## config.mk

```make
export PLATFORM = sky130hd
export DESIGN_NAME = registerFile
export DESIGN_NICKNAME = d
export VERILOG_FILES = /design/src/source/srcPkg.sv /design/src/source/registerFile.sv
export SDC_FILE = /design/constraint.sdc
export NUM_CORES = 1
export LEC_CHECK = 0
export ABC_AREA = 1
export ABC_CLOCK_PERIOD_IN_PS = 1400
export BUFFER_PORTS_ARGS = -buffer_cell sky130_fd_sc_hd__clkbuf_2
export CORE_MARGIN = 2
export CORE_UTILIZATION = 53
export CTS_BUF_LIST = sky130_fd_sc_hd__clkbuf_4
export DETAILED_ROUTE_END_ITERATION = 12
export PLACE_DENSITY = 0.76
export SLEW_MARGIN = 20
export SYNTH_ARGS = -nofsm -noshare
export SYNTH_HDL_FRONTEND = slang
export SYNTH_SLANG_ARGS = --single-unit
```

## constraint.sdc

```tcl
create_clock -name clock -period 1.4 [get_ports clock]
set_clock_uncertainty 0.2 [all_clocks]
set_input_delay 0.28 -clock clock [delete_from_list [all_inputs] [get_ports clock]]
set_output_delay 0.28 -clock clock [all_outputs]
set_load 0.02 [all_outputs]
```

## src/source/srcPkg.sv

```systemverilog
// ~~~~~~~~~~~~~~~~~~~~~~~~~~~~~~~~~~~~~~~~
// Shared widths, field positions and IR views
// ~~~~~~~~~~~~~~~~~~~~~~~~~~~~~~~~~~~~~~~~
`default_nettype none

package srcPkg;

	localparam int dataWidth = 32; // Bus and register width
	localparam int registerCount = 16; // General registers R0..R15

	// Instruction word field positions
	localparam int opcodeMsb = 31;
	localparam int opcodeLsb = 27;
	localparam int raMsb = 26;
	localparam int raLsb = 23;
	localparam int rbMsb = 22;
	localparam int rbLsb = 19;
	localparam int rcMsb = 18; // rc shares the top of the constant field
	localparam int rcLsb = 15;
	localparam int constantMsb = 18;
	localparam int constantLsb = 0;
	localparam int constantWidth = constantMsb - constantLsb + 1;

	// Opcodes of the kept instructions
	localparam logic [opcodeMsb-opcodeLsb:0] opLd = 5'b00000;
	localparam logic [opcodeMsb-opcodeLsb:0] opLdi = 5'b00001;
	localparam logic [opcodeMsb-opcodeLsb:0] opSt = 5'b00010;
	localparam logic [opcodeMsb-opcodeLsb:0] opAdd = 5'b00011;
	localparam logic [opcodeMsb-opcodeLsb:0] opSub = 5'b00100;
	localparam logic [opcodeMsb-opcodeLsb:0] opShr = 5'b00101;
	localparam logic [opcodeMsb-opcodeLsb:0] opShl = 5'b00111;
	localparam logic [opcodeMsb-opcodeLsb:0] opAnd = 5'b01010;
	localparam logic [opcodeMsb-opcodeLsb:0] opOr = 5'b01011;
	localparam logic [opcodeMsb-opcodeLsb:0] opNeg = 5'b10000;
	localparam logic [opcodeMsb-opcodeLsb:0] opNot = 5'b10001;
	localparam logic [opcodeMsb-opcodeLsb:0] opBranch = 5'b10010;

	// Branch condition codes, found in the rb slot
	localparam logic [rbMsb-rbLsb:0] condZero = 4'd0;
	localparam logic [rbMsb-rbLsb:0] condNonzero = 4'd1;
	localparam logic [rbMsb-rbLsb:0] condPositive = 4'd2;
	localparam logic [rbMsb-rbLsb:0] condNegative = 4'd3;

	typedef struct packed {
		logic [opcodeMsb-opcodeLsb:0] opcode;
		logic [raMsb-raLsb:0] ra;
		logic [rbMsb-rbLsb:0] rb;
		logic [constantMsb-constantLsb:0] constant; // Also carries rc
	} generalView;

	typedef struct packed {
		logic [opcodeMsb-opcodeLsb:0] opcode;
		logic [raMsb-raLsb:0] ra;
		logic [rbMsb-rbLsb:0] cond;
		logic [constantMsb-constantLsb:0] unused;
	} branchView;

	// One IR word, read as ALU/memory format or as branch format
	typedef union packed {
		generalView general;
		branchView branch;
	} instructionWord;

endpackage

`default_nettype wire

```

## src/source/registerFile.sv

```systemverilog
// ~~~~~~~~~~~~~~~~~~~~~~~~~~~~~~~~~~~~~~~~
// Sixteen general registers on the shared bus
// ~~~~~~~~~~~~~~~~~~~~~~~~~~~~~~~~~~~~~~~~
`default_nettype none

module registerFile (
	input logic clock,
	input logic reset,
	input logic [srcPkg::registerCount-1:0] writeSelect,
	input logic [srcPkg::registerCount-1:0] readSelect,
	input logic BAout,
	input logic [srcPkg::dataWidth-1:0] busData,
	output logic [srcPkg::dataWidth-1:0] readData
);

	logic [srcPkg::dataWidth-1:0] registers [srcPkg::registerCount];

	// Bus write into the one-hot selected register
	always_ff @(posedge clock) begin
		if (reset) begin
			for (int i = 0; i < srcPkg::registerCount; i++)
				registers[i] <= '0;
		end else begin
			for (int i = 0; i < srcPkg::registerCount; i++)
				if (writeSelect[i])
					registers[i] <= busData;
		end
	end

	// One-hot read, OR of the selected word
	always_comb begin
		readData = '0;
		for (int i = 0; i < srcPkg::registerCount; i++)
			if (readSelect[i])
				readData = readData | registers[i];
		// R0 as a base reads zero, giving absolute addressing
		if (BAout && readSelect[0])
			readData = '0;
	end

endmodule

`default_nettype wire

```

==> impl_results.md, run 1 <==
- Status: complete, but fails checks
- Failing checks: setup timing
- #FFs+latches synth: ~500
- WP data arrival: 1.92 ns
- Area of the mapped netlist: 21600 um^2
- Critical path's slowest cell: edfxtp_1
- Core area: about 40000 um^2
- H-tree depth: 4
- Avg Cell Area, Syn: between 10 and 15 um^2
- Total GRT Usage: 0.281
- WP buf/inv: 1
- DR vias: roughly 16000
- PortBufs: 98
- Sink Count: about 510
- CP endpoint kind: output pin
- Fmax: 416 MHz
- Pwr dens: 1330 nW/um^2
- Max reg flops: 512
- Worst-Margin Slew: ~0.63 ns
- Kind of critical path: reg2out
- M3 GR Usage: 0.0524
- Finished Layout Cells: about 3000
- Largest Register: registers
- Layout cells sized above 1: 0.271
- Initial drt markers: 1661
- Clk slew on worst S/H paths: ~0.070 ns
- Biggest regs: registers: 512 flops
- GR Util met1: 0.321
- M2 GR Usage: 0.495
- Placed Cells: 2728
- Most common cell after layout, fill and taps aside: nand2_1
- Post-synthesis cell count: just over 2000
- Peak VDD IR: 0.742 mV
- Post-Syn Nets: 2135
- Crit path largest cell delay: 0.38 ns
- Max FO, Critical Path: 1
- Crit share post-route: 1.72
- Setup slack after layout: -1.00 ns
- Max-slew violations: 0
- Die H: 206 um
- Die area: roughly 42000 um^2
- TritonCTS Buffers: 130
- Setup TNS: -30.25 ns
- Most frequent cells in the layout: nand2_1 (771), edfxtp_1 (512), nor2_1 (421)
- Routed length per instance: approximately 20 um
- CTS max path bufs: 3
- Tmin final: 2.40 ns
- Post-Place Worst Slack: -0.560 ns
- Synthesis Warnings: 0
- Vias in the first global route: 16400
- Initial Util: 0.541
- Layout Utilization: 0.678
- Lkg Pwr: 11.9 nW
- FF/Latch Area: about 15000 um^2
- Drt via density: roughly 5.3
- Final setup fails: 38
- Largest net degree at the start of global routing: 33
- RSZ-0062 raised after global routing: true
- GR Overflow Total: 0
- HP Class: in2reg
- Initial antenna violation count: 1
- DR pass1 iterations: 6
- IO Count: 99
- Final Hold Fails: 0
- CP required: 0.92 ns
- First-pass GRT wire length: ~88000 um
- CTS tree: yes
- CTS Root Cell: clkbuf_4
- Row cnt: 73
- CP Launch Type: register
- Final GP Congestion: approximately 0.86
- Fin nets: 2468
- Number of routed nets with antenna violations: 0
- Drt drc: 0
- DP HPWL: 35700 um
- Fillers: 2792
- Seq/Total Area, Yosys: 0.713
- Worst path cell trace: nand2_1 > nand2_2 > nor2_1 > nand2_1 > nor2_2 > nor2_4 > clkbuf_8
- Maxcap violations: 0
- Slew headroom: 0.581
- Layout area overhead: 25.4%
- Synth unique cells: 9
- Area of the multi-input gates: 6040 um^2
- Most frequent CP cell: nand2_1
- GR peak layer: met2
- Final Routed Wirelength: ~59000 um
- DIE WIDTH: around 210 um
- CP top delay family: simple AND/OR/NAND/NOR gates
layer usage:
metal,wire length [um],share of wire,vias up
li1,-,-,7368
met1,20500,0.35,7672
met2,30500,0.52,826
met3,4690,0.080,184
met4,3120,0.053,0
met5,0,0,-
power breakdown:
| group | total, mW | leakage, nW | internal (mW) | switching [mW] |
|---|---|---|---|---|
| logic | 4.41 | 5.51 | 1.63 | 2.77 |
| clock network | 12.9 | 0.966 | 6.98 | 5.88 |
| registers | 18.6 | 5.47 | 18.3 | 0.359 |
worst paths after layout:
path / startpoint / end / slack, ns / depth (start not counted)
setup / recovery: registers[1][105]$_DFFE_PP_ / readData[9] / -1.00 / 7
hold / removal: reset / registers[0][3]$_SDFFCE_PN0P_ / 0.08 / 4
kinds of logic after synthesis:
group	Yosys count	share of synthesized area
buffers and inverters	153	0.0414
AND/OR/NAND/NOR	1403	0.246
flip-flops	512	0.713
through the flow:
| stage | power (mW) | hold slack [ns] | cell area [um^2] |
|---|---|---|---|
| 2_1_floorplan | 21.0 | 0.298 | 21700 |
| 3_3_place_gp | 22.5 | 0.461 | 23900 |
| 3_5_place_dp | 22.6 | 0.482 | 23900 |
| 4_1_cts | 35.7 | 0.0299 | 26600 |
| 5_1_grt | 37.2 | 0.0366 | 27100 |
| 6_report | 35.9 | 0.0799 | 27100 |
what timing repair did:
action	4_1_cts	5_1_grt
setup endpoints to repair	32	38
cloned	0	3
hold endpoints to repair	873	125
buffers inserted	0	9
hold buffers	54	2
pin swaps	151	101
gates resized for setup	156	113
cells in the mapped netlist:
cell type | count | area, um^2
buf_2 | 51 | 255
buf_6 | 34 | 383
clkbuf_1 | 34 | 128
edfxtp_1 | 512 | 15400
inv_1 | 33 | 124
inv_2 | 1 | 3.75
nand2_1 | 843 | 3160
nor2_1 | 544 | 2040
or2_2 | 16 | 100
final cells by class:
cell class | instances | share of cell area
clock inverters | 34 | 0.0108
inverters | 34 | 0.00472
multi-input cells | 1403 | 0.223
well taps | 525 | 0.0243
diodes | 1 | 0.0000925
clock buffers | 179 | 0.0497
repair buffers | 320 | 0.119
flip-flops and latches | 512 | 0.568
worst min-delay path: stages:
cell and delay [ns]:
clkbuf_2 0.11, buf_12 0.15, or2_2 0.15, buf_12 0.22
No activity file was read; power rests on OpenSTA's default activity.
==> run 2, diff against run 1 <==
--- a/config.mk
+++ b/config.mk
@@ -8,11 +8,12 @@
 export ABC_AREA = 1
 export ABC_CLOCK_PERIOD_IN_PS = 1400
 export BUFFER_PORTS_ARGS = -buffer_cell sky130_fd_sc_hd__clkbuf_2
-export CORE_MARGIN = 2
-export CORE_UTILIZATION = 53
+export CORE_MARGIN = 4
+export CORE_UTILIZATION = 58
 export CTS_BUF_LIST = sky130_fd_sc_hd__clkbuf_4
 export DETAILED_ROUTE_END_ITERATION = 12
-export PLACE_DENSITY = 0.76
+export GPL_TIMING_DRIVEN = 0
+export PLACE_DENSITY = 0.82
 export SLEW_MARGIN = 20
 export SYNTH_ARGS = -nofsm -noshare
 export SYNTH_HDL_FRONTEND = slang
==> run 2 against run 1 <==
Net effect: worst setup slack got worse by 0.089 ns; clock-buffer cell count fell by 7; highest routed layer is now met5; cell count fell by 3.1%; the flow still finishes with violations (setup timing); sequential share of layout area rose by 3.1 points; global-route usage rose by 1.2 points; first-iteration DRC count rose by 25%; maximum frequency fell by 3.6%; die area fell by 4.7%; critical path depth did not move; clock power fell by 11%.
==> impl_results.md, run 2 (synthesis results as in run 1) <==
- RSZ-0062 raised after global routing: true
- Slew headroom: 0.511 (-0.0702)
- Setup slack after layout: -1.09 ns (-0.0893 ns)
- Fin nets: 2430 (-1.5%)
- Max FO, Critical Path: 1 (unchanged)
- Setup TNS: -33.13 ns (-2.88 ns)
- Largest net degree at the start of global routing: 33 (unchanged)
- HP Class: in2reg
- WP data arrival: 2.01 ns (+0.09 ns)
- Most common cell after layout, fill and taps aside: nand2_1
- Worst-Margin Slew: 0.734 ns (+0.105 ns)
- Drt via density: 5.60 (+5.0%)
- Fmax: 401 MHz (-3.6%)
- Maxcap violations: 0 (unchanged)
- CP Launch Type: register
- Gate power share: 0.116 (-0.007)
- DR pass1 iterations: 8 (+2)
- Routed length per instance: 20.8 um (+6.2%)
- Area of the multi-input gates: 5850 um^2 (-3.1%)
- Pint: 25.2 mW (-6.3%)
- FF/Latch Area: 15400 um^2 (unchanged)
- Vias in the first global route: 16400 (-0.12%)
- CTS Root Cell: clkbuf_4
- Initial antenna violation count: 2 (+1)
- Psw: 8.94 mW (-0.80%)
- DP HPWL: 36100 um (+1.2%)
- Total GRT Usage: 0.293 (+0.0118)
- DIE WIDTH: 201 um (-2.4%)
- Drt drc: 0 (unchanged)
- Pwr dens: 1330 nW/um^2 (+0.22%)
- Max-slew violations: 0 (unchanged)
- Most frequent cells in the layout: nand2_1 (798), edfxtp_1 (512), nor2_1 (439)
- First-pass GRT wire length: 89700 um (+2.3%)
- Fillers: 2436 (-13%)
- Final Hold Fails: 0 (unchanged)
- Layout cells sized above 1: 0.221 (-0.0493)
- TritonCTS Buffers: 120 (-7.7%)
- Sink Count: 512 (unchanged)
- PortBufs: 97 (-1.0%)
- Tmin final: 2.49 ns (+0.0893 ns)
- Row cnt: 70 (-4.1%)
- Lkg Pwr: 11.3 nW (-5.2%)
- Final setup fails: 51 (+34%)
- Power, Total: 34.1 mW (-4.9%)
- Crit share post-route: 1.78 (+0.0638)
- Kind of critical path: reg2out
- CP endpoint kind: output pin
- Placed Cells: 2633 (-3.5%)
- Peak VDD IR: 0.960 mV (+29%)
- Layout area overhead: 19.0%
- Clk pwr share: 0.338 (-0.020)
- Initial drt markers: 2070 (+25%)
- Max reg flops: 512 (unchanged)
- CP required: 0.92 ns (about the same)
- Seq pwr share: 0.546 (+0.027)
- Initial Util: 0.589 (+0.0488)
- Final Routed Wirelength: 60500 um (+2.9%)
- H-tree depth: 3 (-1)
- GR Overflow Total: 0 (unchanged)
- Die H: 201 um (-2.4%)
- Status: complete, but fails checks
- Finished Layout Cells: 2916 (-3.1%)
- CTS max path bufs: 3 (unchanged)
- Die area: 40300 um^2 (-4.7%)
- Core area: 36600 um^2 (-8.3%)
- Switching share of power: 0.262 (+0.0109)
- Failing checks: setup timing
- IO Count: 99 (unchanged)
- CTS tree: yes
- Biggest regs: registers: 512 flops
- Number of routed nets with antenna violations: 0 (unchanged)
- Largest Register: registers
- Clk slew on worst S/H paths: 0.08 ns (about the same)
- DR vias: 16300 (+1.8%)
- Final GP Congestion: 0.851 (-1.3%)
==> run 2: cell types whose count changed in the layout (fill, tap and decap cells not counted), sizes merged <==
| cell | before | now |
|---|---|---|
| buf | 178 | 103 |
| bufinv | 6 | 0 |
| clkbuf | 267 | 288 |
| clkinv | 24 | 32 |
| clkinvlp | 1 | 0 |
| dlygate4sd3 | 54 | 72 |
| dlymetal6s4s | 0 | 1 |
| inv | 37 | 36 |
==> run 2: what timing repair did <==
item | in CTS | in global routing
hold buffers | 73 | 2
gates resized for setup | 96 | 145
endpoints found under the hold margin | 452 | 14
pin swaps | 85 | 107
buffers inserted | 0 | 2
setup endpoints to repair | 119 | 344
==> run 2: layer usage <==
layer / track usage / share of wire / vias to the layer above
met2: 0.474 / 0.48 / 1180
met4: 0.185 / 0.063 / 2
met1: 0.360 / 0.34 / 7614
met5: 0 / 0.00021 / -
li1: - / - / 7298
met3: 0.0677 / 0.12 / 243
==> run 2: layout make-up <==
| class | instances | area share |
|---|---|---|
| multi-input cells | 1403 | 0.228 |
| well taps | 468 | 0.0228 |
| plain buffers | 119 | 0.0306 |
| clock inverters | 34 | 0.00590 |
| clock buffers | 172 | 0.0503 |
| inverters | 34 | 0.00497 |
| diodes | 1 | 0.0000975 |
| flip-flops and latches | 512 | 0.599 |
| repair buffers | 173 | 0.0582 |
==> run 2: through the flow <==
step | cell area, um^2 | setup WS (ns) | utilization | hold WS [ns]
final | 25700 | -1.09 | 0.701 | 0.0301
after global routing | 25700 | -1.14 | 0.701 | 0.00827
after CTS | 25300 | -1.07 | 0.692 | -0.257
after detailed placement | 22800 | -0.946 | 0.623 | 0.392
after global placement | 22800 | -0.911 | 0.623 | 0.383
after floorplan | 21700 | -0.157 | - | 0.298
==> run 2: path summary, 6_finish.rpt <==
kind,from,depth (start not counted),endpoint
max,registers[0][43]$_SDFFCE_PN0P_,7,readData[11]
min,writeSelect[3],2,registers[0][107]$_SDFFCE_PN0P_
==> run 2: critical path: stages, from the launching register on <==
cell and delay (ns):
edfxtp_1 0.43, nand2_1 0.10, nand2_1 0.06, nor2_1 0.12, nand2_1 0.09, nor2_2 0.13, nor2_2 0.04, clkbuf_8 0.17
==> run 2: power by group through the flow <==
stage	Sequential (mW)	Clock [mW]	Combinational, mW
after floorplan	18.8	0	2.12
after global placement	18.9	0	3.18
after detailed placement	18.9	0	3.29
after CTS	18.6	11.4	3.64
after global routing	18.7	12.3	4.26
final	18.6	11.5	3.97
==> run 3, diff against run 2 <==
--- a/config.mk
+++ b/config.mk
@@ -6,14 +6,16 @@
 export NUM_CORES = 1
 export LEC_CHECK = 0
 export ABC_AREA = 1
-export ABC_CLOCK_PERIOD_IN_PS = 1400
+export ABC_CLOCK_PERIOD_IN_PS = 3100
 export BUFFER_PORTS_ARGS = -buffer_cell sky130_fd_sc_hd__clkbuf_2
+export CAP_MARGIN = 25
 export CORE_MARGIN = 4
-export CORE_UTILIZATION = 58
+export CORE_UTILIZATION = 65
 export CTS_BUF_LIST = sky130_fd_sc_hd__clkbuf_4
+export CTS_CLUSTER_DIAMETER = 40
 export DETAILED_ROUTE_END_ITERATION = 12
 export GPL_TIMING_DRIVEN = 0
-export PLACE_DENSITY = 0.82
+export PLACE_DENSITY = 0.87
 export SLEW_MARGIN = 20
 export SYNTH_ARGS = -nofsm -noshare
 export SYNTH_HDL_FRONTEND = slang
==> constraint.sdc (replaced) <==
create_clock -name clock -period 3.1 [get_ports clock]
set_clock_uncertainty 0.2 [all_clocks]
set_input_delay 0.62 -clock clock [delete_from_list [all_inputs] [get_ports clock]]
set_output_delay 0.62 -clock clock [all_outputs]
set_load 0.02 [all_outputs]
==> run 3 against run 2 <==
Net effect: clock-buffer cell count is 7 higher; sequential share of layout area increased by 2.6 points; clock power decreased by 52%; die area down 10%; critical endpoint is now readData[14]; critical path depth stayed put; the flow now finishes without violations; total power is 55% lower; worst hold slack improved by 0.030 ns; global-route usage is 3.5 points higher; combinational power down 61%; first-iteration DRC count up 18%; largest power group unchanged; utilization is 5.3 points higher.
==> impl_results.md, run 3 (synthesis results as in run 1) <==
- CP required: 2.28 ns (+1.36 ns)
- Area of the multi-input gates: 5310 um^2 (-9.2%)
- FF/Latch Area: 15400 um^2 (unchanged)
- Drt drc: 0 (unchanged)
- Slew headroom: 0.304 (-0.206)
- M1 WL: 19300 um (-5.5%)
- Met2 WL: 28700 um (-1.3%)
- Lkg Pwr: 11.0 nW (-2.9%)
- Sink Count: 512 (unchanged)
- CTS max path bufs: 3 (unchanged)
- Initial antenna violation count: 1 (-1)
- Row cnt: 66 (-5.7%)
- CTS Root Cell: clkbuf_4
- Initial drt markers: 2446 (+18%)
- Clk slew on worst S/H paths: 0.08 ns (about the same)
- Most frequent cells in the layout: nand2_1 (843), nor2_1 (544), edfxtp_1 (512)
- Pwr dens: 629 nW/um^2 (-53%)
- Final Hold Fails: 0 (unchanged)
- CTS tree: yes
- Final GP Congestion: 0.885 (+3.9%)
- Peak VDD IR: 0.453 mV (-53%)
- DR pass1 iterations: 8 (unchanged)
- Routed length per instance: 20.9 um (+0.77%)
- Layout area overhead: 14.0%
- HP Class: in2reg
- Worst-Margin Slew: 1.04 ns (+0.310 ns)
- Top sig layer: met4
- Max FO, Critical Path: 1 (unchanged)
- GR Overflow Total: 0 (unchanged)
- DIE WIDTH: 190 um (-5.3%)
- Met3 routed WL: 8070 um (+13%)
- TritonCTS Buffers: 121 (+0.83%)
- Tmin final: 3.03 ns
- WP data arrival: 2.21 ns (+0.20 ns)
- Largest Register: registers
- Status: complete, no violations
- RSZ-0062 raised after global routing: false
- Fillers: 1980 (-19%)
- PortBufs: 97 (unchanged)
- First-pass GRT wire length: 89000 um (-0.80%)
- Final Routed Wirelength: 60000 um (-0.86%)
- Crit share post-route: 0.978
- Layout Utilization: 0.754 (+0.0530)
- Number of routed nets with antenna violations: 0 (unchanged)
- Final setup fails: 0 (-100%)
- Setup bufs post-CTS: 0 (unchanged)
- Most common cell after layout, fill and taps aside: nand2_1
- CP endpoint kind: output pin
- Die H: 190 um (-5.3%)
- DP HPWL: 37000 um (+2.4%)
- Finished Cell Area: 24600 um^2 (-4.2%)
- Initial Util: 0.661 (+0.0721)
- DR vias: 16400 (+0.56%)
- IO Count: 99 (unchanged)
- Largest net degree at the start of global routing: 33 (unchanged)
- CP Launch Type: register
- Biggest regs: registers: 512 flops
- Maxcap violations: 0 (unchanged)
- Kind of critical path: reg2out
- Core area: 32600 um^2 (-11%)
- Layout cells sized above 1: 0.160 (-0.0611)
- Setup TNS: 0 ns (+33.13 ns)
- H-tree depth: 3 (unchanged)
- Placed Cells: 2608 (-0.95%)
- Max-slew violations: 0 (unchanged)
- Vias in the first global route: 16400 (+0.098%)
- Finished Layout Cells: 2869 (-1.6%)
- Drt via density: 5.73 (+2.2%)
- Placed inst area: 22600 um^2 (-0.78%)
- Max reg flops: 512 (unchanged)
- Total GRT Usage: 0.328 (+0.0349)
- Fin nets: 2391 (-1.6%)
- Die area: 36200 um^2 (-10%)
- Fmax: 330 MHz
run 3: power by group:
part           leakage (nW)  internal [mW]  switching, mW
Combinational          4.60          0.448           1.11
Sequential             5.47           8.26          0.175
Clock                 0.920           2.73           2.74
Total                  11.0           11.4           4.03
run 3: timing repair:
item	CTS	global route
endpoints found under the hold margin	32	0
resized for setup	0	0
hold buffers	32	0
run 3: per-layer routing:
| layer | up-vias | track usage |
|---|---|---|
| met3 | 303 | 0.0804 |
| met2 | 1387 | 0.535 |
| met1 | 7495 | 0.405 |
| met5 | - | 0 |
| li1 | 7243 | - |
| met4 | 0 | 0.188 |
run 3: worst paths after layout:
check | slack (ns) | depth (start not counted) | start | to
max | 0.07 | 7 | registers[0][110]$_SDFFCE_PN0P_ | readData[14]
min | 0.06 | 3 | writeSelect[6] | registers[0][223]$_SDFFCE_PN0P_
run 3: area by class of cell:
cell class	instances	area share
diodes	1	0.000102
plain buffers	119	0.0311
clock buffers	179	0.0546
clock inverters	46	0.00870
inverters	34	0.00519
multi-input cells	1403	0.216
flip-flops and latches	512	0.625
well taps	442	0.0225
repair buffers	133	0.0366
run 3: worst max-delay path: stages (launching register included):
cell	delay [ns]
edfxtp_1	0.42
nand2_1	0.12
nand2_1	0.09
nor2_1	0.28
nand2_1	0.09
nor2_1	0.11
nor2_1	0.07
clkbuf_2	0.17
run 3: through the flow:
step           total power [mW]  worst slack [ns]  hold WS [ns]
3_3_place_gp               9.91             0.375         0.728
6_report                   15.5            0.0678        0.0605
4_1_cts                    15.3             0.182        0.0135
2_1_floorplan              9.43             0.966         0.638
5_1_grt                    16.0            0.0351        0.0930
3_5_place_dp               10.0             0.345         0.740
